### config.mk
export PLATFORM = sky130hd
export DESIGN_NAME = busFetcher
export DESIGN_NICKNAME = d
export VERILOG_FILES = /design/src/logic/vreadPkg.sv /design/src/logic/busFetcher.sv
export SDC_FILE = /design/constraint.sdc
export NUM_CORES = 1
export LEC_CHECK = 0
export BUFFER_PORTS_ARGS = -buffer_cell sky130_fd_sc_hd__buf_2
export CAP_MARGIN = 40
export CORE_ASPECT_RATIO = 1.25
export CORE_MARGIN = 5
export CORE_UTILIZATION = 41
export DETAILED_ROUTE_END_ITERATION = 12
export PLACE_DENSITY = 0.89
export REMOVE_ABC_BUFFERS = 1
export SKIP_LAST_GASP = 1
export SLEW_MARGIN = 10
export SYNTH_ARGS = -nofsm -noshare
export SYNTH_HDL_FRONTEND = slang
export SYNTH_SLANG_ARGS = --single-unit
### constraint.sdc
create_clock -name clk -period 1.86 [get_ports clk]
set_input_delay 0.372 -clock clk [delete_from_list [all_inputs] [get_ports clk]]
set_output_delay 0.372 -clock clk [all_outputs]
set_load 0.01 [all_outputs]
### src/logic/vreadPkg.sv
package vreadPkg;

   localparam int BUS_W      = 32;
   localparam int DATA_W     = 16;
   localparam int WB_ADDR_W  = 32;
   localparam int BUF_ADDR_W = 8;
   localparam int SYM_W      = 8;
   localparam int LEN_W      = 8;
   localparam int PERIOD_W   = 10;
   localparam int ITER_W     = 8;

   typedef struct packed {
      logic [WB_ADDR_W-1:0] extAddr;
      logic [LEN_W-1:0]     length;
   } fetchCfg_t;

   // outer loop of the two-level pattern steps by incr2
   typedef struct packed {
      logic [SYM_W-1:0]    start;
      logic [SYM_W-1:0]    incr;
      logic [SYM_W-1:0]    shift;
      logic [SYM_W-1:0]    incr2;
      logic [ITER_W-1:0]   iterations;
      logic [ITER_W-1:0]   iter2;
      logic [PERIOD_W-1:0] period;
      logic [PERIOD_W-1:0] duty;
      logic [PERIOD_W-1:0] delay;
      logic                reverse;
   } streamCfg_t;

   typedef struct packed {
      logic                 cyc;
      logic                 stb;
      logic                 we;
      logic [3:0]           sel;
      logic [WB_ADDR_W-1:0] adr;
   } wbReq_t;

   typedef struct packed {
      logic                  en;
      logic [BUF_ADDR_W-1:0] addr;
      logic [BUS_W-1:0]      data;
   } bufWrite_t;

   // symAddr bit 0 picks the lane
   typedef struct packed {
      logic             en;
      logic             half;
      logic [SYM_W-1:0] symAddr;
   } bufRead_t;

   typedef enum logic [1:0] {FETCH_IDLE, FETCH_BUS, FETCH_DONE} fetchState_t;

   typedef enum logic [1:0] {GEN_IDLE, GEN_DELAY, GEN_RUN, GEN_DONE} genState_t;

endpackage

### src/logic/busFetcher.sv
`timescale 1ns/1ns

module busFetcher (
   input  logic                         clk,
   input  logic                         rst,
   input  logic                         start,
   input  vreadPkg::fetchCfg_t          cfg,
   input  logic                         writeHalf,
   output vreadPkg::wbReq_t             wbReq,
   input  logic [vreadPkg::BUS_W-1:0]   wbDatI,
   input  logic                         wbAck,
   output vreadPkg::bufWrite_t          bufWr,
   output logic                         fetchDone
);

   vreadPkg::fetchState_t              state;
   logic                               cycQ;
   logic                               stbQ;
   logic [vreadPkg::WB_ADDR_W-1:0]     adrQ;
   logic [vreadPkg::LEN_W-1:0]         wordCnt;
   logic                               accept;
   logic                               lastWord;

   assign accept   = (state == vreadPkg::FETCH_BUS) && cycQ && stbQ && wbAck;
   assign lastWord = (wordCnt == cfg.length - vreadPkg::LEN_W'(1));

   always_ff @(posedge clk or posedge rst) begin
      if (rst) begin
         state   <= vreadPkg::FETCH_IDLE;
         cycQ    <= 1'b0;
         stbQ    <= 1'b0;
         wordCnt <= '0;
      end else if (start) begin
         state   <= vreadPkg::FETCH_BUS;
         cycQ    <= 1'b1;
         stbQ    <= 1'b1;
         wordCnt <= '0;
      end else if (state == vreadPkg::FETCH_BUS) begin
         if (accept) begin
            // drop the strobe for one cycle between words
            cycQ    <= 1'b0;
            stbQ    <= 1'b0;
            wordCnt <= wordCnt + vreadPkg::LEN_W'(1);
            if (lastWord) begin
               state <= vreadPkg::FETCH_DONE;
            end
         end else if (!cycQ) begin
            cycQ <= 1'b1;
            stbQ <= 1'b1;
         end
      end
   end

   // byte address of the next word
   always_ff @(posedge clk) begin
      if (start) begin
         adrQ <= cfg.extAddr;
      end else if (accept) begin
         adrQ <= adrQ + vreadPkg::WB_ADDR_W'(4);
      end
   end

   always_comb begin
      wbReq.cyc = cycQ;
      wbReq.stb = stbQ;
      wbReq.we  = 1'b0;
      wbReq.sel = 4'hf;
      wbReq.adr = adrQ;
   end

   // returned word goes straight into the selected half
   always_comb begin
      bufWr.en   = accept;
      bufWr.addr = {writeHalf, wordCnt[vreadPkg::BUF_ADDR_W-2:0]};
      bufWr.data = wbDatI;
   end

   assign fetchDone = (state == vreadPkg::FETCH_DONE) || (accept && lastWord);

endmodule

==> flow_metrics.tcl <==
set metrics [dict create \
    status "complete, but fails checks" \
    violations "setup timing" \
    ys_ff_latch 44 \
    grt_pass1_wl_um 13300 \
    grt_max_degree 31 \
    cts_root_buffer "clkbuf_8" \
    p_int_mw 1.726 \
    io_pins 158 \
    grt.met3_usage 0.1186 \
    clockPowerShare 0.249 \
    ir_worst_vdd_mv 0.4209 \
    drc 0 \
    required_ns 1.49 \
    synth_top_family_by_area "simple AND/OR/NAND/NOR gates" \
    fin_crit_ns 2.335 \
    start_util 0.4157 \
    num-nets-final 473 \
    grt_antenna_before_repair 1 \
    htreeDepth 2 \
    netlist_area_um2 3040 \
    worstSetupStartpoint "wordCnt[7]" \
    rows 35 \
    drt_iter0_drc 114 \
    synth-simple-area-share 0.2037 \
    finalWirelength_um 8640 \
    routed_via_density 5.021 \
    ys_warn_count 0 \
    startpoint_type "register" \
    slew_violations 0 \
    stdcell_area_um2 3625 \
    p_sw_mw 0.7152 \
    clk_latency_ns 0.30 \
    cts_tree "yes" \
    clk_pin_slew_worst_paths_ns 0.09 \
    synthMuxAreaShare 0.01481 \
    gp_congestion 0.8131 \
    dr.pass1.iters 4 \
    fin_ws_ns -0.4751 \
    n_antenna_cell 0 \
    dieHeight_um 106.3 \
    swShare 0.2929 \
    grt_use_met2 0.2633 \
    rr_startpoint "wordCnt[7]" \
    fillCellCount 678 \
    dpl_cell_area_um2 3460 \
    synth_fa_ha_area_frac 0.01235 \
    layout.cells.non_filler 486 \
    syn_avg_cell_area_um2 9.561 \
    drive_gt1_frac 0.3832 \
    dp_slack_ns -0.4824 \
    comb_power_share 0.240 \
    synth_cells 318 \
    synth_compound_area_frac 0.07490 \
    cp.arrival_ns 1.96 \
    crit_family "simple AND/OR/NAND/NOR gates" \
    setup_violations 1 \
    cp.depth 6 \
    crit_fanout 2 \
    port-buffer-count 86 \
    ys_types 45 \
    dp.final_hpwl_um 6638 \
    final_antenna_net_count 0 \
    grt_pass1_vias 2482 \
    cp_cell_sequence "xnor2_1, or4b_1, nor3_2, o2111ai_2, o21ai_1, buf_2" \
    r2r_cells 6 \
    hold_viol_final 0 \
    use_met1 0.2443 \
    multiInputGateArea_um2 1350 \
    num_vias 2440 \
    top_usage_layer "met2" \
    areaGrowthSynthToFinish_pct 19.22 \
    layout_common_cells "buf_2, buf_4, nand2_1, edfxtp_1, xor2_1" \
    slowest_delay_ns 0.49 \
    core_um2 7313 \
    cts.sinks 44 \
    die-width_um 87.02 \
    path_buf_inv 1 \
    power_frac_seq 0.511 \
    grt.overflow.total 0 \
    p_leak_nw 1.597 \
    synth_xor_area_frac 0.1239 \
    period_share 1.255 \
    dpl.cell_count 473 \
    wire_per_inst_um 17.78 \
    crit_path_end_kind "output port" \
    r2r-end "state[0]" \
    hold_class "in2async" \
    grt_use_total 0.1889 \
    synthArstFlopShare 0.2727 \
    fin_skew_ns 0.01110 \
    final_common_cell "buf_2" \
    utilization 0.4956 \
    synth-edff-count 32 \
    grt_setup_unrepaired "true" \
    crit_type "reg2out" \
    r2r_slack_ns 0.03 \
    cts_buffers 5 \
    maxCapViolCount 0 \
    yosysSeqAreaShare 0.4148 \
    die_area_um2 9248 \
    slowest_stage "or4b_1" \
    p_per_area_nw_per_um2 673.6 \
    clock_path_buffers 2 \
    max_freq_ghz 0.4283 \
    regArea_um2 1261 \
    synth-main-ff-cell "edfxtp_1" \
    endpoint "fetchDone" \
]
[stage by stage]
step | power [mW] | hold slack (ns) | setup TNS [ns]
4_1_cts | 2.444 | 0.08488 | -0.4552
3_3_place_gp | 1.809 | 0.3875 | -0.8697
5_1_grt | 2.589 | 0.1007 | -0.5995
6_report | 2.442 | 0.08065 | -0.4751
3_5_place_dp | 1.830 | 0.4069 | -1.053
2_1_floorplan | 1.521 | 0.2367 | -5.067
[kinds of logic after synthesis]
| logic type | after synthesis |
|---|---|
| other | 2 |
| xor gates and xnor gates | 43 |
| and+or+nand+nor | 112 |
| muxes | 4 |
| buffers and inverters | 72 |
| adders and majority gates | 3 |
| AOI/OAI and AO/OA | 38 |
| DFF | 44 |
[Yosys cell counts, types with 4 or more instances]
master	count	share of area
nand4_1	13	0.027
and2_1	5	0.010
o21ai_1	5	0.0082
clkbuf_1	11	0.014
nand3_1	11	0.018
inv_1	7	0.0086
o21ai_0	22	0.036
xnor2_1	15	0.043
mux2_2	4	0.015
dfrtp_1	12	0.099
xor2_1	28	0.081
edfxtp_1	32	0.32
and3_1	9	0.019
buf_4	49	0.12
nor2_1	10	0.012
nand2_1	38	0.047
and4_1	7	0.020
[timing repair]
| item | 4_1_cts | 5_1_grt |
|---|---|---|
| setup endpoints to repair | 4 | 12 |
| hold buffers | 0 | 0 |
| endpoints found under the hold margin | 0 | 0 |
| buffers inserted | 1 | 5 |
| gates resized for setup | 7 | 8 |
| pin swaps | 1 | 4 |
[final cells by class]
cell class	instances	share of cell area
repair buffers	129	0.2140
well taps	92	0.03176
multi-input cells	205	0.3725
clock buffers	7	0.02106
flip-flops and latches	44	0.3479
clock inverters	1	0.002416
inverters	8	0.01036
[worst reg2reg max path, stage by stage, from the launching register on]
cell	delay, ns
dfrtp_1	0.41
xnor2_1	0.15
or4b_1	0.49
nor3_2	0.20
o2111ai_2	0.17
buf_4	0.18
a21o_1	0.14
[routing by layer]
metal	share of wire	wire, µm
met1	0.42	3613
met2	0.43	3727
met3	0.13	1121
met4	0.0096	83
met5	0.011	93
[sequential cells by signal (all words and copies together) (netlist names)]
register,cells
wordCnt,8
stbQ,1
state,2
adrQ,32
cycQ,1
[worst min-delay path by stage]
stage                     endpoint  start  slack [ns]
after floorplan               cycQ    rst        0.24
final                     state[0]    rst        0.08
after CTS                 state[0]    rst        0.08
after detailed placement  state[0]    rst        0.41
after global routing      state[0]    rst        0.10
after global placement    state[0]    rst        0.39
[power groups by stage]
stage / clock network (mW) / logic [mW] / registers (mW)
after global routing: 0.674 / 0.653 / 1.26
after global placement: 0 / 0.552 / 1.26
final: 0.608 / 0.587 / 1.25
after CTS: 0.624 / 0.577 / 1.24
after floorplan: 0 / 0.201 / 1.32
after detailed placement: 0 / 0.566 / 1.26
(Power assumes the default switching activity.)
