<file path="config.mk">
export PLATFORM = sky130hd
export DESIGN_NAME = streamAddrGen
export DESIGN_NICKNAME = d
export VERILOG_FILES = /design/src/logic/vreadPkg.sv /design/src/logic/streamAddrGen.sv
export SDC_FILE = /design/constraint.sdc
export NUM_CORES = 1
export LEC_CHECK = 0
export BUFFER_PORTS_ARGS = -buffer_cell sky130_fd_sc_hd__buf_2
export CORE_ASPECT_RATIO = 1.5
export CORE_UTILIZATION = 52
export DETAILED_ROUTE_END_ITERATION = 16
export PLACE_DENSITY = 0.87
export SYNTH_ARGS = -nofsm -noshare
export SYNTH_HDL_FRONTEND = slang
export SYNTH_SLANG_ARGS = --single-unit
</file>
<file path="constraint.sdc">
create_clock -name clk -period 3.2 [get_ports clk]
set_clock_uncertainty 0.05 [all_clocks]
set_input_delay 0.64 -clock clk [delete_from_list [all_inputs] [get_ports clk]]
set_output_delay 0.64 -clock clk [all_outputs]
set_load 0.01 [all_outputs]
</file>
<file path="src/logic/vreadPkg.sv">
package vreadPkg;

   localparam int BUS_W      = 32;
   localparam int DATA_W     = 16;
   localparam int WB_ADDR_W  = 32;
   localparam int BUF_ADDR_W = 8;
   localparam int SYM_W      = 8;
   localparam int LEN_W      = 8;
   localparam int PERIOD_W   = 10;
   localparam int ITER_W     = 8;

   typedef struct packed {
      logic [WB_ADDR_W-1:0] extAddr;
      logic [LEN_W-1:0]     length;
   } fetchCfg_t;

   // outer loop of the two-level pattern steps by incr2
   typedef struct packed {
      logic [SYM_W-1:0]    start;
      logic [SYM_W-1:0]    incr;
      logic [SYM_W-1:0]    shift;
      logic [SYM_W-1:0]    incr2;
      logic [ITER_W-1:0]   iterations;
      logic [ITER_W-1:0]   iter2;
      logic [PERIOD_W-1:0] period;
      logic [PERIOD_W-1:0] duty;
      logic [PERIOD_W-1:0] delay;
      logic                reverse;
   } streamCfg_t;

   typedef struct packed {
      logic                 cyc;
      logic                 stb;
      logic                 we;
      logic [3:0]           sel;
      logic [WB_ADDR_W-1:0] adr;
   } wbReq_t;

   typedef struct packed {
      logic                  en;
      logic [BUF_ADDR_W-1:0] addr;
      logic [BUS_W-1:0]      data;
   } bufWrite_t;

   // symAddr bit 0 picks the lane
   typedef struct packed {
      logic             en;
      logic             half;
      logic [SYM_W-1:0] symAddr;
   } bufRead_t;

   typedef enum logic [1:0] {FETCH_IDLE, FETCH_BUS, FETCH_DONE} fetchState_t;

   typedef enum logic [1:0] {GEN_IDLE, GEN_DELAY, GEN_RUN, GEN_DONE} genState_t;

endpackage

</file>
<file path="src/logic/streamAddrGen.sv">
`timescale 1ns/1ns

module streamAddrGen (
   input  logic                   clk,
   input  logic                   rst,
   input  logic                   start,
   input  vreadPkg::streamCfg_t   cfg,
   input  logic                   readHalf,
   output vreadPkg::bufRead_t     rdReq,
   output logic                   genDone
);

   vreadPkg::genState_t              state;
   logic [vreadPkg::PERIOD_W-1:0]    delayCnt;
   logic [vreadPkg::PERIOD_W-1:0]    stepCnt;
   logic [vreadPkg::ITER_W-1:0]      iterCnt;
   logic [vreadPkg::ITER_W-1:0]      outerCnt;
   logic [vreadPkg::SYM_W-1:0]       outerBase;
   logic [vreadPkg::SYM_W-1:0]       iterBase;
   logic [vreadPkg::SYM_W-1:0]       addrCur;
   logic [vreadPkg::SYM_W-1:0]       revAddr;
   logic                             emptyRun;
   logic                             stepEnd;
   logic                             lastIter;
   logic                             lastOuter;
   logic                             en;
   logic                             lastEn;
   logic                             finish;

   assign emptyRun  = (cfg.iterations == '0) || (cfg.iter2 == '0) || (cfg.period == '0);
   assign stepEnd   = (stepCnt == cfg.period - vreadPkg::PERIOD_W'(1));
   assign lastIter  = (iterCnt == cfg.iterations - vreadPkg::ITER_W'(1));
   assign lastOuter = (outerCnt == cfg.iter2 - vreadPkg::ITER_W'(1));

   // enable only in the duty part of each period
   assign en     = (state == vreadPkg::GEN_RUN) && (stepCnt < cfg.duty);
   assign lastEn = en && lastIter && lastOuter &&
                   (stepCnt == cfg.duty - vreadPkg::PERIOD_W'(1));
   assign finish = (state == vreadPkg::GEN_RUN) &&
                   (lastEn || (stepEnd && lastIter && lastOuter));

   always_ff @(posedge clk or posedge rst) begin
      if (rst) begin
         state    <= vreadPkg::GEN_IDLE;
         delayCnt <= '0;
         stepCnt  <= '0;
         iterCnt  <= '0;
         outerCnt <= '0;
      end else if (start) begin
         delayCnt <= cfg.delay;
         stepCnt  <= '0;
         iterCnt  <= '0;
         outerCnt <= '0;
         if (emptyRun) begin
            state <= vreadPkg::GEN_DONE;
         end else if (cfg.delay == '0) begin
            state <= vreadPkg::GEN_RUN;
         end else begin
            state <= vreadPkg::GEN_DELAY;
         end
      end else begin
         case (state)
            vreadPkg::GEN_DELAY: begin
               delayCnt <= delayCnt - vreadPkg::PERIOD_W'(1);
               if (delayCnt == vreadPkg::PERIOD_W'(1)) begin
                  state <= vreadPkg::GEN_RUN;
               end
            end
            vreadPkg::GEN_RUN: begin
               if (finish) begin
                  state <= vreadPkg::GEN_DONE;
               end else if (stepEnd) begin
                  stepCnt <= '0;
                  if (lastIter) begin
                     iterCnt  <= '0;
                     outerCnt <= outerCnt + vreadPkg::ITER_W'(1);
                  end else begin
                     iterCnt <= iterCnt + vreadPkg::ITER_W'(1);
                  end
               end else begin
                  stepCnt <= stepCnt + vreadPkg::PERIOD_W'(1);
               end
            end
            default: begin
               state <= state;
            end
         endcase
      end
   end

   // running bases wrap at 256
   always_ff @(posedge clk) begin
      if (start) begin
         outerBase <= cfg.start;
         iterBase  <= cfg.start;
         addrCur   <= cfg.start;
      end else if (state == vreadPkg::GEN_RUN) begin
         if (stepEnd) begin
            if (lastIter) begin
               outerBase <= outerBase + cfg.incr2;
               iterBase  <= outerBase + cfg.incr2;
               addrCur   <= outerBase + cfg.incr2;
            end else begin
               iterBase <= iterBase + cfg.shift;
               addrCur  <= iterBase + cfg.shift;
            end
         end else begin
            addrCur <= addrCur + cfg.incr;
         end
      end
   end

   always_comb begin
      for (int b = 0; b < vreadPkg::SYM_W; b++) begin
         revAddr[b] = addrCur[vreadPkg::SYM_W-1-b];
      end
   end

   always_comb begin
      rdReq.en      = en;
      rdReq.half    = readHalf;
      rdReq.symAddr = cfg.reverse ? revAddr : addrCur;
   end

   // high from the cycle of the last outValid
   assign genDone = (state == vreadPkg::GEN_DONE);

endmodule

</file>
==> impl_metrics.py, run 1 <==
metrics = {
    "timing": {
        "max_freq_mhz": 337.4,
        "timing.final.crit_share_pct": 92.63,
        "tightest_slew_ps": 744.1,
        "finalSetupViolations": 0,
        "relSlewSlack_pct": 49.69,
        "period_needed_ps": 2964,
        "drv_slew": 0,
        "rsz0062_at_grt": "false",
        "timing.final.ws_setup_ps": 235.9,
        "hold_violations": 0,
        "tns_ps": 0,
    },
    "synth": {
        "synth-edff-count": 24,
        "postSynthAreaPerCell_um2": 8.307,
        "synth_area_leader_cell": "dfrtp_1",
        "yosys.cell_types.count": 65,
        "synthDominantCellAreaShare_pct": 16.86,
        "yosysMostFrequentCell": "nand2_1",
        "async_reset_ff_share_pct": 61.29,
        "ys_seq_elements": 62,
        "ys_seq_area_share_pct": 29.64,
        "syn_inst": 679,
        "synth.area.top_cells": "dfrtp_1 17%, edfxtp_1 13%, ha_1 9.5%",
        "synthFlopType": "dfrtp_1",
        "synth_area_um2": 5640,
        "synth_nets": 808,
        "synth_warnings": 0,
        "synth_top_cells_by_count": "60 x nand2_1, 55 x inv_1, 53 x o21ai_0, 43 x ha_1, 43 x nor2_1",
    },
    "cts": {
        "post_cts_buffers": 0,
        "htreeDepth": 3,
        "cts_buffers": 9,
        "cts_buffer_depth": 2,
        "cts_hold_buffers": 0,
        "cts_resized": 0,
        "cts.sinks": 62,
        "cts_tree": "yes",
        "root_buffer": "clkbuf_16",
        "cts.reportedPaths.clkPinSlew_ps": 60,
        "clk_latency_ps": 340,
    },
    "hold_path": {
        "hold_path.class": "in -> async",
    },
    "final_layout": {
        "nets": 937,
        "diodes": 0,
        "drive_gt1_share_pct": 22.26,
        "nFillCells": 923,
        "final_area_um2": 6868,
        "syn2layout_area_growth_pct": 21.76,
        "multi_input_area_um2": 3654,
        "seq_area_um2": 1672,
        "layout.cells.non_filler": 957,
    },
    "setup_path": {
        "r2r_setup_slack_ps": 380,
        "crit_cells": 12,
        "critPathBufInv": 3,
        "cp_common_cell": "a21oi_1",
        "worstReg2RegStart": "outerBase[1]",
        "crit_start": "cfg[39]",
        "path_cells": "buf_2 -> inv_1 -> ha_1 -> or4_1 -> mux2i_1 -> o21ai_1 -> a221oi_2 -> buf_4 -> nand2_1 -> a21oi_1 -> or4b_1 -> a21oi_1",
        "critPathArrivalTime_ps": 3170,
        "r2r-end": "addrCur[7]",
        "cp-start-kind": "input pin",
        "cp.required_ps": 3410,
        "slowest_delay_ps": 470,
        "r2r.worst_path.cells": 9,
        "crit_path_top_delay_cell": "or4_1",
        "critPathMaxFanout": 8,
        "cp-end-kind": "flip-flop",
        "crit_end": "outerCnt[7]",
        "crit_type": "in -> reg",
        "path_delay_family": "simple AND/OR/NAND/NOR gates",
    },
    "placed_design": {
        "hpwlAfterDp_um": 11740,
        "dpl_worst_slack_ps": -102.3,
        "portBuffers": 91,
        "gp_congestion": 0.9531,
        "place_area_um2": 6581,
        "dp.cells": 941,
    },
    "route": {
        "wl_um": 15150,
        "drt_pass1_iterations": 5,
        "drc_errors": 0,
        "via_per_inst": 5.915,
        "avgRoutedWirePerCell_um": 15.83,
        "detail-route-antenna-nets": 0,
        "vias": 5661,
        "drt_iter0_drc": 397,
    },
    "floorplanning": {
        "die_h_um": 129.6,
        "die_x_um": 87.04,
        "core_um2": 10590,
        "pin_count": 94,
        "dieArea_um2": 11280,
        "initial_utilization_pct": 53.26,
        "rows": 46,
    },
    "global_route": {
        "grt_pass1_vias": 5553,
        "grt_use_total_pct": 28.06,
        "grt_max_degree": 39,
        "grt_first_pass_wirelength_um": 24630,
        "overflow": 0,
        "antenna_found_initial": 0,
    },
    "power": {
        "combPwrFrac_pct": 28.5,
        "total_power_w": 0.002670,
        "p_per_area_nw_per_um2": 388.8,
        "power.share.clock_pct": 35.1,
        "switching_share_pct": 31.28,
        "p_sw_w": 0.0008351,
        "p_leak_nw": 3.054,
        "p_int_w": 0.001835,
        "ir_drop_uv": 316.4,
        "p_seq_share_pct": 36.4,
    },
    "run": {
        "max_cap_violations": 0,
    },
    "outcome": {
        "status": "finished clean",
    },
}
==> flip-flops by register name (all words and copies together), names as in the netlist <==
signal and flops:
addrCur 8, iterCnt 8, stepCnt 10, state 2, delayCnt 10, outerBase 8
iterBase 8, outerCnt 8
==> cell type report <==
cell class	instances	area share (%)
tap	144	2.623
inverter	56	3.061
clock inverter	4	0.2733
sequential	62	24.34
timing repair buffer	144	12.61
multi-input combinational	535	53.20
clock buffer	12	3.899
==> cells in the final DEF (no fill, tap or decap), drive strengths merged, types with 9 or more instances in the layout <==
master	Yosys	routed
buf	8	144
nand2	60	60
inv	56	56
o21ai	54	54
nor2	43	43
ha	43	43
a21oi	42	42
xnor2	38	38
dfrtp	38	38
xor2	28	28
nand3	25	25
edfxtp	24	24
nor3	24	24
nor4	14	14
clkbuf	18	12
mux2	11	11
nand4	11	11
and3	9	9
o31ai	9	9
==> worst min path at each step <==
stage / depth (start not counted) / slack [ps] / start / endpoint
after CTS: 3 / 370 / rst / iterCnt[5]
after global placement: 1 / 460 / iterCnt[7] / iterCnt[7]
after global routing: 3 / 420 / rst / iterCnt[5]
after detailed placement: 1 / 480 / iterCnt[7] / iterCnt[7]
after floorplan: 1 / 420 / iterCnt[7] / iterCnt[7]
final: 3 / 360 / rst / iterCnt[5]
==> worst register-to-register path, stage by stage (launching register included) <==
cell,delay (ps)
edfxtp_1,390
ha_1,290
a21o_1,180
a21oi_1,200
o21ai_0,140
a2111oi_0,630
o21ai_0,190
o31a_1,160
o211ai_1,240
a2bb2oi_1,200
==> logic make-up after synthesis <==
| kind of cell | after synthesis | share of synthesized area, % |
|---|---|---|
| AOI/OAI and AO/OA | 175 | 19.77 |
| buffers and inverters | 82 | 5.789 |
| muxes | 14 | 2.729 |
| and+or+nand+nor | 234 | 21.23 |
| DFF | 62 | 29.64 |
| adders and majority gates | 46 | 10.60 |
| xor gates and xnor gates | 66 | 10.25 |
==> layer usage <==
layer  share of wire [%]  wire (um)  vias up  global-route usage, %
met5                   0          0        -                      0
met3                 5.2        782       59                  4.522
met2                  53       7964      221                  51.74
met4                 4.2        638        0                  15.59
li1                    -          -     2730                      -
met1                  38       5766     2651                  29.97
==> power groups by stage <==
| stage | registers, W | clock network, W | logic (W) |
|---|---|---|---|
| floorplan | 0.000963 | 0 | 0.000501 |
| global placement | 0.000981 | 0 | 0.000714 |
| detailed placement | 0.000985 | 0 | 0.000737 |
| CTS | 0.000971 | 0.000939 | 0.000757 |
| global route | 0.000980 | 0.000973 | 0.000852 |
| finish | 0.000973 | 0.000936 | 0.000761 |
==> stage by stage <==
step                      hold WS [ps]  utilization [%]
after floorplan                  415.7                -
after global placement           460.4            62.15
after detailed placement         475.8            62.15
after CTS                        369.4            64.85
after global routing             415.4            64.85
final                            361.3            64.85
(Power assumes the default switching activity.)
==> run 2, diff against run 1 <==
--- a/config.mk
+++ b/config.mk
@@ -9,7 +9,7 @@
 export CORE_ASPECT_RATIO = 1.5
 export CORE_UTILIZATION = 52
 export DETAILED_ROUTE_END_ITERATION = 16
-export PLACE_DENSITY = 0.87
+export PLACE_DENSITY = 0.78
 export SYNTH_ARGS = -nofsm -noshare
 export SYNTH_HDL_FRONTEND = slang
 export SYNTH_SLANG_ARGS = --single-unit
==> run 2 against run 1 <==
Flip-flop and latch count unchanged; sequential power hardly changed; sequential share of layout area is 0.29 points higher; critical endpoint is now addrCur[6]; register-to-register slack worse by 60 ps; clock power shrank 9.9%; routed wire length increased by 1.0%; critical path depth is 1 higher; combinational power is 2% lower; die area unchanged; highest routed layer unchanged.
==> impl_metrics.py, run 2 (synthesis results as in run 1) <==
metrics = {
    "final_layout": {
        "syn2layout_area_growth_pct": 20.34,
        "largestRegisters": "delayCnt: 10 flops, stepCnt: 10 flops",
        "layout_common_cells": "91 x buf_2, 60 x nand2_1, 55 x inv_1",
        "final_area_um2": 6788,
        "final_core_util_pct": 64.10,
        "nets": 931,
        "diodes": 0,
        "drive_gt1_share_pct": 21.46,
        "final_common_cell": "buf_2",
        "multi_input_area_um2": 3654,
        "seq_area_um2": 1672,
        "nFillCells": 914,
    },
    "setup_path": {
        "critPathMaxFanout": 6,
        "cp-start-kind": "input pin",
        "crit_start": "cfg[39]",
        "critPathArrivalTime_ps": 3130,
        "crit_type": "in -> reg",
        "cp-end-kind": "flip-flop",
        "cp.required_ps": 3310,
        "worstReg2RegStart": "outerBase[1]",
    },
    "outcome": {
        "status": "finished clean",
    },
    "power": {
        "ir_drop_uv": 349.4,
        "p_leak_nw": 3.004,
        "p_per_area_nw_per_um2": 377.8,
    },
    "global_route": {
        "overflow": 0,
        "met2_usage_pct": 52.52,
        "antenna_found_initial": 0,
        "grt.met3_usage_pct": 6.306,
        "grt_pass1_vias": 5598,
        "gr-usage-met1_pct": 29.65,
        "busiest_layer": "met2",
        "grt_max_degree": 60,
        "grt_first_pass_wirelength_um": 24980,
        "grt_use_total_pct": 28.23,
    },
    "placed_design": {
        "gp_congestion": 0.9133,
        "place_area_um2": 6536,
        "portBuffers": 91,
        "hpwlAfterDp_um": 11950,
        "dpl_worst_slack_ps": -99.59,
    },
    "floorplanning": {
        "die_x_um": 87.04,
        "core_um2": 10590,
        "dieArea_um2": 11280,
        "die_h_um": 129.6,
        "pin_count": 94,
        "initial_utilization_pct": 53.26,
        "rows": 46,
    },
    "cts": {
        "cts_tree": "yes",
        "htreeDepth": 3,
        "root_buffer": "clkbuf_16",
        "cts.reportedPaths.clkPinSlew_ps": 50,
        "cts_resized": 0,
        "clk_latency_ps": 330,
        "cts_buffers": 9,
        "cts_buffer_depth": 2,
        "post_cts_buffers": 0,
        "cts_hold_buffers": 0,
        "cts.sinks": 62,
    },
    "run": {
        "max_cap_violations": 0,
    },
    "route": {
        "drc_errors": 0,
        "via_per_inst": 5.869,
        "vias": 5576,
        "drt_iter0_drc": 386,
        "drt_pass1_iterations": 5,
        "avgRoutedWirePerCell_um": 16.12,
        "wl_um": 15310,
        "detail-route-antenna-nets": 0,
    },
    "timing": {
        "period_needed_ps": 3022,
        "hold_violations": 0,
        "max_freq_mhz": 330.9,
        "timing.final.ws_setup_ps": 177.9,
        "tns_ps": 0,
        "timing.final.crit_share_pct": 94.44,
        "drv_slew": 0,
        "relSlewSlack_pct": 56.03,
        "finalSetupViolations": 0,
        "tightest_slew_ps": 650.5,
        "rsz0062_at_grt": "false",
    },
    "hold_path": {
        "hold_path.class": "in -> async",
    },
}
[run 2: changes by cell type in the layout (fill, tap and decap cells not counted), sizes merged]
| cell | change |
|---|---|
| clkinv | -1 |
| buf | -6 |
[run 2: power by group]
group	internal, W	total (W)	switching, W
clock network	0.000515	0.000843	0.000328
registers	0.000906	0.000972	0.0000657
logic	0.000341	0.000749	0.000408
total	0.00176	0.00256	0.000802
[run 2: critical path: stages]
cell and delay [ps]:
buf_2 90, inv_1 50, ha_1 200, or4_1 490, mux2i_1 180, o21ai_1 110
a221oi_2 220, buf_4 170, nand2_1 170, buf_4 210, nor3_1 250, o21ai_0 180
a22oi_1 180
[run 2: path summary, 6_finish.rpt]
kind,cells past startpoint,to,slack (ps)
max in group asynchronous,3,delayCnt[5],2390
worst max-delay path,13,addrCur[6],180
min in group clk,3,delayCnt[0],470
worst min register to register,1,iterCnt[7],480
worst min-delay path,3,iterCnt[4],360
worst max register to register,9,addrCur[7],320
[run 2: final cells by class]
type / count / share of cell area [%]
inverters: 56 / 3.097
well taps: 144 / 2.654
repair buffers: 138 / 12.09
clock inverters: 3 / 0.2212
clock buffers: 12 / 3.484
flip-flops and latches: 62 / 24.63
multi-input cells: 535 / 53.82
[run 2: metrics by stage]
step	hold slack, ps	instances	total power (W)
after CTS	376.7	950	0.002572
after floorplan	415.7	679	0.001464
final	364.4	950	0.002564
after global routing	412.9	950	0.002714
after detailed placement	460.3	935	0.001723
after global placement	456.2	935	0.001682
[run 2: metal layers]
metal  routed length (um)  vias to the layer above
li1                     -                     2717
met1                 5826                     2636
met2                 8237                      174
met3                  727                       49
met4                  518                        0
met5                    0                        -
==> run 3, diff against run 2 <==
--- a/config.mk
+++ b/config.mk
@@ -9,7 +9,8 @@
 export CORE_ASPECT_RATIO = 1.5
 export CORE_UTILIZATION = 52
 export DETAILED_ROUTE_END_ITERATION = 16
-export PLACE_DENSITY = 0.78
+export PLACE_DENSITY = 0.79
+export SETUP_SLACK_MARGIN = 0.5
 export SYNTH_ARGS = -nofsm -noshare
 export SYNTH_HDL_FRONTEND = slang
 export SYNTH_SLANG_ARGS = --single-unit
==> run 3 against run 2 <==
Routed wire length increased by 25%; register-to-register slack got worse by 60 ps; non-clock buffer count increased by 41; setup slack worse by 0.99 ps; critical path type unchanged.
==> impl_metrics.py, run 3 (synthesis results as in run 1) <==
metrics = {
    "route": {
        "drt_iter0_drc": 401,
        "detail-route-antenna-nets": 0,
        "avgRoutedWirePerCell_um": 19.26,
        "vias": 6186,
        "wl_um": 19110,
        "via_per_inst": 6.236,
        "drc_errors": 0,
        "drt_pass1_iterations": 5,
    },
    "timing": {
        "timing.final.crit_share_pct": 94.47,
        "tns_ps": 0,
        "drv_slew": 0,
        "finalSetupViolations": 0,
        "hold_violations": 0,
        "period_needed_ps": 3023,
        "max_freq_mhz": 330.8,
        "relSlewSlack_pct": 53.68,
        "tightest_slew_ps": 685.1,
        "rsz0062_at_grt": "true",
    },
    "setup_path": {
        "worstReg2RegStart": "iterCnt[6]",
        "cp_common_cell": "buf_6",
        "crit_type": "in -> reg",
        "cp-end-kind": "flip-flop",
        "slowest_delay_ps": 530,
        "critPathMaxFanout": 7,
        "crit_path_top_delay_cell": "or4_4",
        "r2r_setup_slack_ps": 260,
        "cp-start-kind": "input pin",
        "r2r.worst_path.cells": 13,
        "r2r-end": "stepCnt[7]",
        "path_cells": "buf_6 -> or2_4 -> or4_4 -> a211o_1 -> a32oi_2 -> buf_4 -> buf_6 -> a32oi_4 -> o31ai_4 -> buf_6 -> buf_4 -> buf_8 -> a21oi_2 -> o22ai_1",
        "critPathArrivalTime_ps": 3230,
        "cp.required_ps": 3410,
    },
    "final_layout": {
        "syn2layout_area_growth_pct": 38.35,
        "drive_gt1_share_pct": 35.14,
        "largestRegisters": "delayCnt: 10 flops, stepCnt: 10 flops",
        "diodes": 0,
        "layout_common_cells": "87 x buf_2, 60 x buf_4, 55 x nand2_1",
        "nFillCells": 731,
        "final_area_um2": 7804,
        "final_common_cell": "buf_2",
        "nets": 972,
    },
    "floorplanning": {
        "pin_count": 94,
        "dieArea_um2": 11280,
        "die_h_um": 129.6,
        "core_um2": 10590,
        "initial_utilization_pct": 53.26,
        "die_x_um": 87.04,
        "rows": 46,
    },
    "placed_design": {
        "gp_congestion": 0.9231,
        "place_area_um2": 6678,
        "hpwlAfterDp_um": 12340,
        "portBuffers": 91,
    },
    "power": {
        "combPwrFrac_pct": 32.2,
        "p_leak_nw": 3.363,
        "p_per_area_nw_per_um2": 369.6,
        "switching_share_pct": 32.65,
        "power.share.clock_pct": 34.0,
        "p_sw_w": 0.0009415,
        "ir_drop_uv": 303.1,
        "p_int_w": 0.001943,
        "p_seq_share_pct": 33.8,
    },
    "global_route": {
        "grt_use_total_pct": 31.44,
        "grt_pass1_vias": 6130,
        "overflow": 0,
        "grt_max_degree": 39,
        "grt_first_pass_wirelength_um": 27760,
        "antenna_found_initial": 0,
    },
    "cts": {
        "cts_buffer_depth": 2,
        "cts_tree": "yes",
        "cts.sinks": 62,
        "htreeDepth": 3,
        "cts_buffers": 9,
        "cts.reportedPaths.clkPinSlew_ps": 50,
        "clk_latency_ps": 340,
        "root_buffer": "clkbuf_16",
    },
    "hold_path": {
        "hold_path.class": "in -> async",
    },
    "outcome": {
        "status": "finished clean",
    },
    "run": {
        "max_cap_violations": 0,
    },
}
[run 3: cell types whose count changed in the layout (fill, tap and decap cells not counted), moves of 6 or more]
cell     previous run  this run
buf_6               0        24
nor2_1             43        37
o21ai_1             1        12
o21ai_0            53        28
o21ai_2             0        14
buf_4              46        60
a21oi_2             0        11
a21oi_1            42        30
[run 3: per-stage QoR]
step | instances | setup slack [ps] | util, % | power, W | hold slack [ps]
after global placement | 940 | -61.74 | 63.06 | 0.001720 | 456.8
after floorplan | 679 | 200.4 | - | 0.001478 | 415.5
after global routing | 992 | 101.4 | 73.69 | 0.002998 | 453.4
final | 992 | 176.9 | 73.69 | 0.002884 | 366.8
after CTS | 971 | 232.6 | 69.16 | 0.002765 | 396.4
after detailed placement | 940 | -137.1 | 63.06 | 0.001755 | 454.0
[run 3: power by group through the flow]
stage | Sequential (W) | Combinational [W] | Clock (W)
global route | 0.000982 | 0.00101 | 0.00100
global placement | 0.000979 | 0.000741 | 0
detailed placement | 0.000984 | 0.000771 | 0
floorplan | 0.000963 | 0.000515 | 0
finish | 0.000975 | 0.000929 | 0.000980
CTS | 0.000971 | 0.000828 | 0.000966
[run 3: critical path, delay by kind of cell]
| family | cells | cell delay [ps] |
|---|---|---|
| compound gates | 6 | 1080 |
| buf+inv | 6 | 720 |
| simple gates | 2 | 780 |
[run 3: cell type report]
type | count | area (um^2) | share of cell area [%]
Multi-Input combinational cell | 535 | 4128 | 52.89
Sequential cell | 62 | 1673 | 21.44
Timing Repair Buffer | 179 | 1301 | 16.67
Clock buffer | 11 | 242.7 | 3.110
Inverter | 56 | 230.2 | 2.950
Tap cell | 144 | 180.2 | 2.309
Clock inverter | 5 | 48.80 | 0.6253
[run 3: repair_timing]
action,4_1_cts,5_1_grt
endpoints found under the setup margin,56,59
resized for setup,58,88
hold buffers,0,0
cloned,1,0
pin swaps,32,40
setup buffers,14,21
[run 3: how the worst max path moves through the flow]
stage / to / slack [ps] / depth (start not counted) / from
CTS: outerCnt[2] / 230 / 11 / cfg[22]
finish: stepCnt[7] / 180 / 14 / cfg[22]
detailed placement: stepCnt[9] / -140 / 11 / cfg[23]
global route: stepCnt[7] / 100 / 15 / cfg[24]
global placement: addrCur[5] / -60 / 13 / cfg[40]
floorplan: outerBase[0] / 200 / 10 / cfg[40]
[run 3: layer usage]
metal | vias to the layer above | share of wire [%] | track usage, %
li1 | 2795 | - | -
met2 | 328 | 53 | 59.19
met4 | 0 | 6.8 | 21.08
met1 | 2948 | 35 | 31.70
met5 | - | 0 | 0
met3 | 115 | 5.4 | 4.013
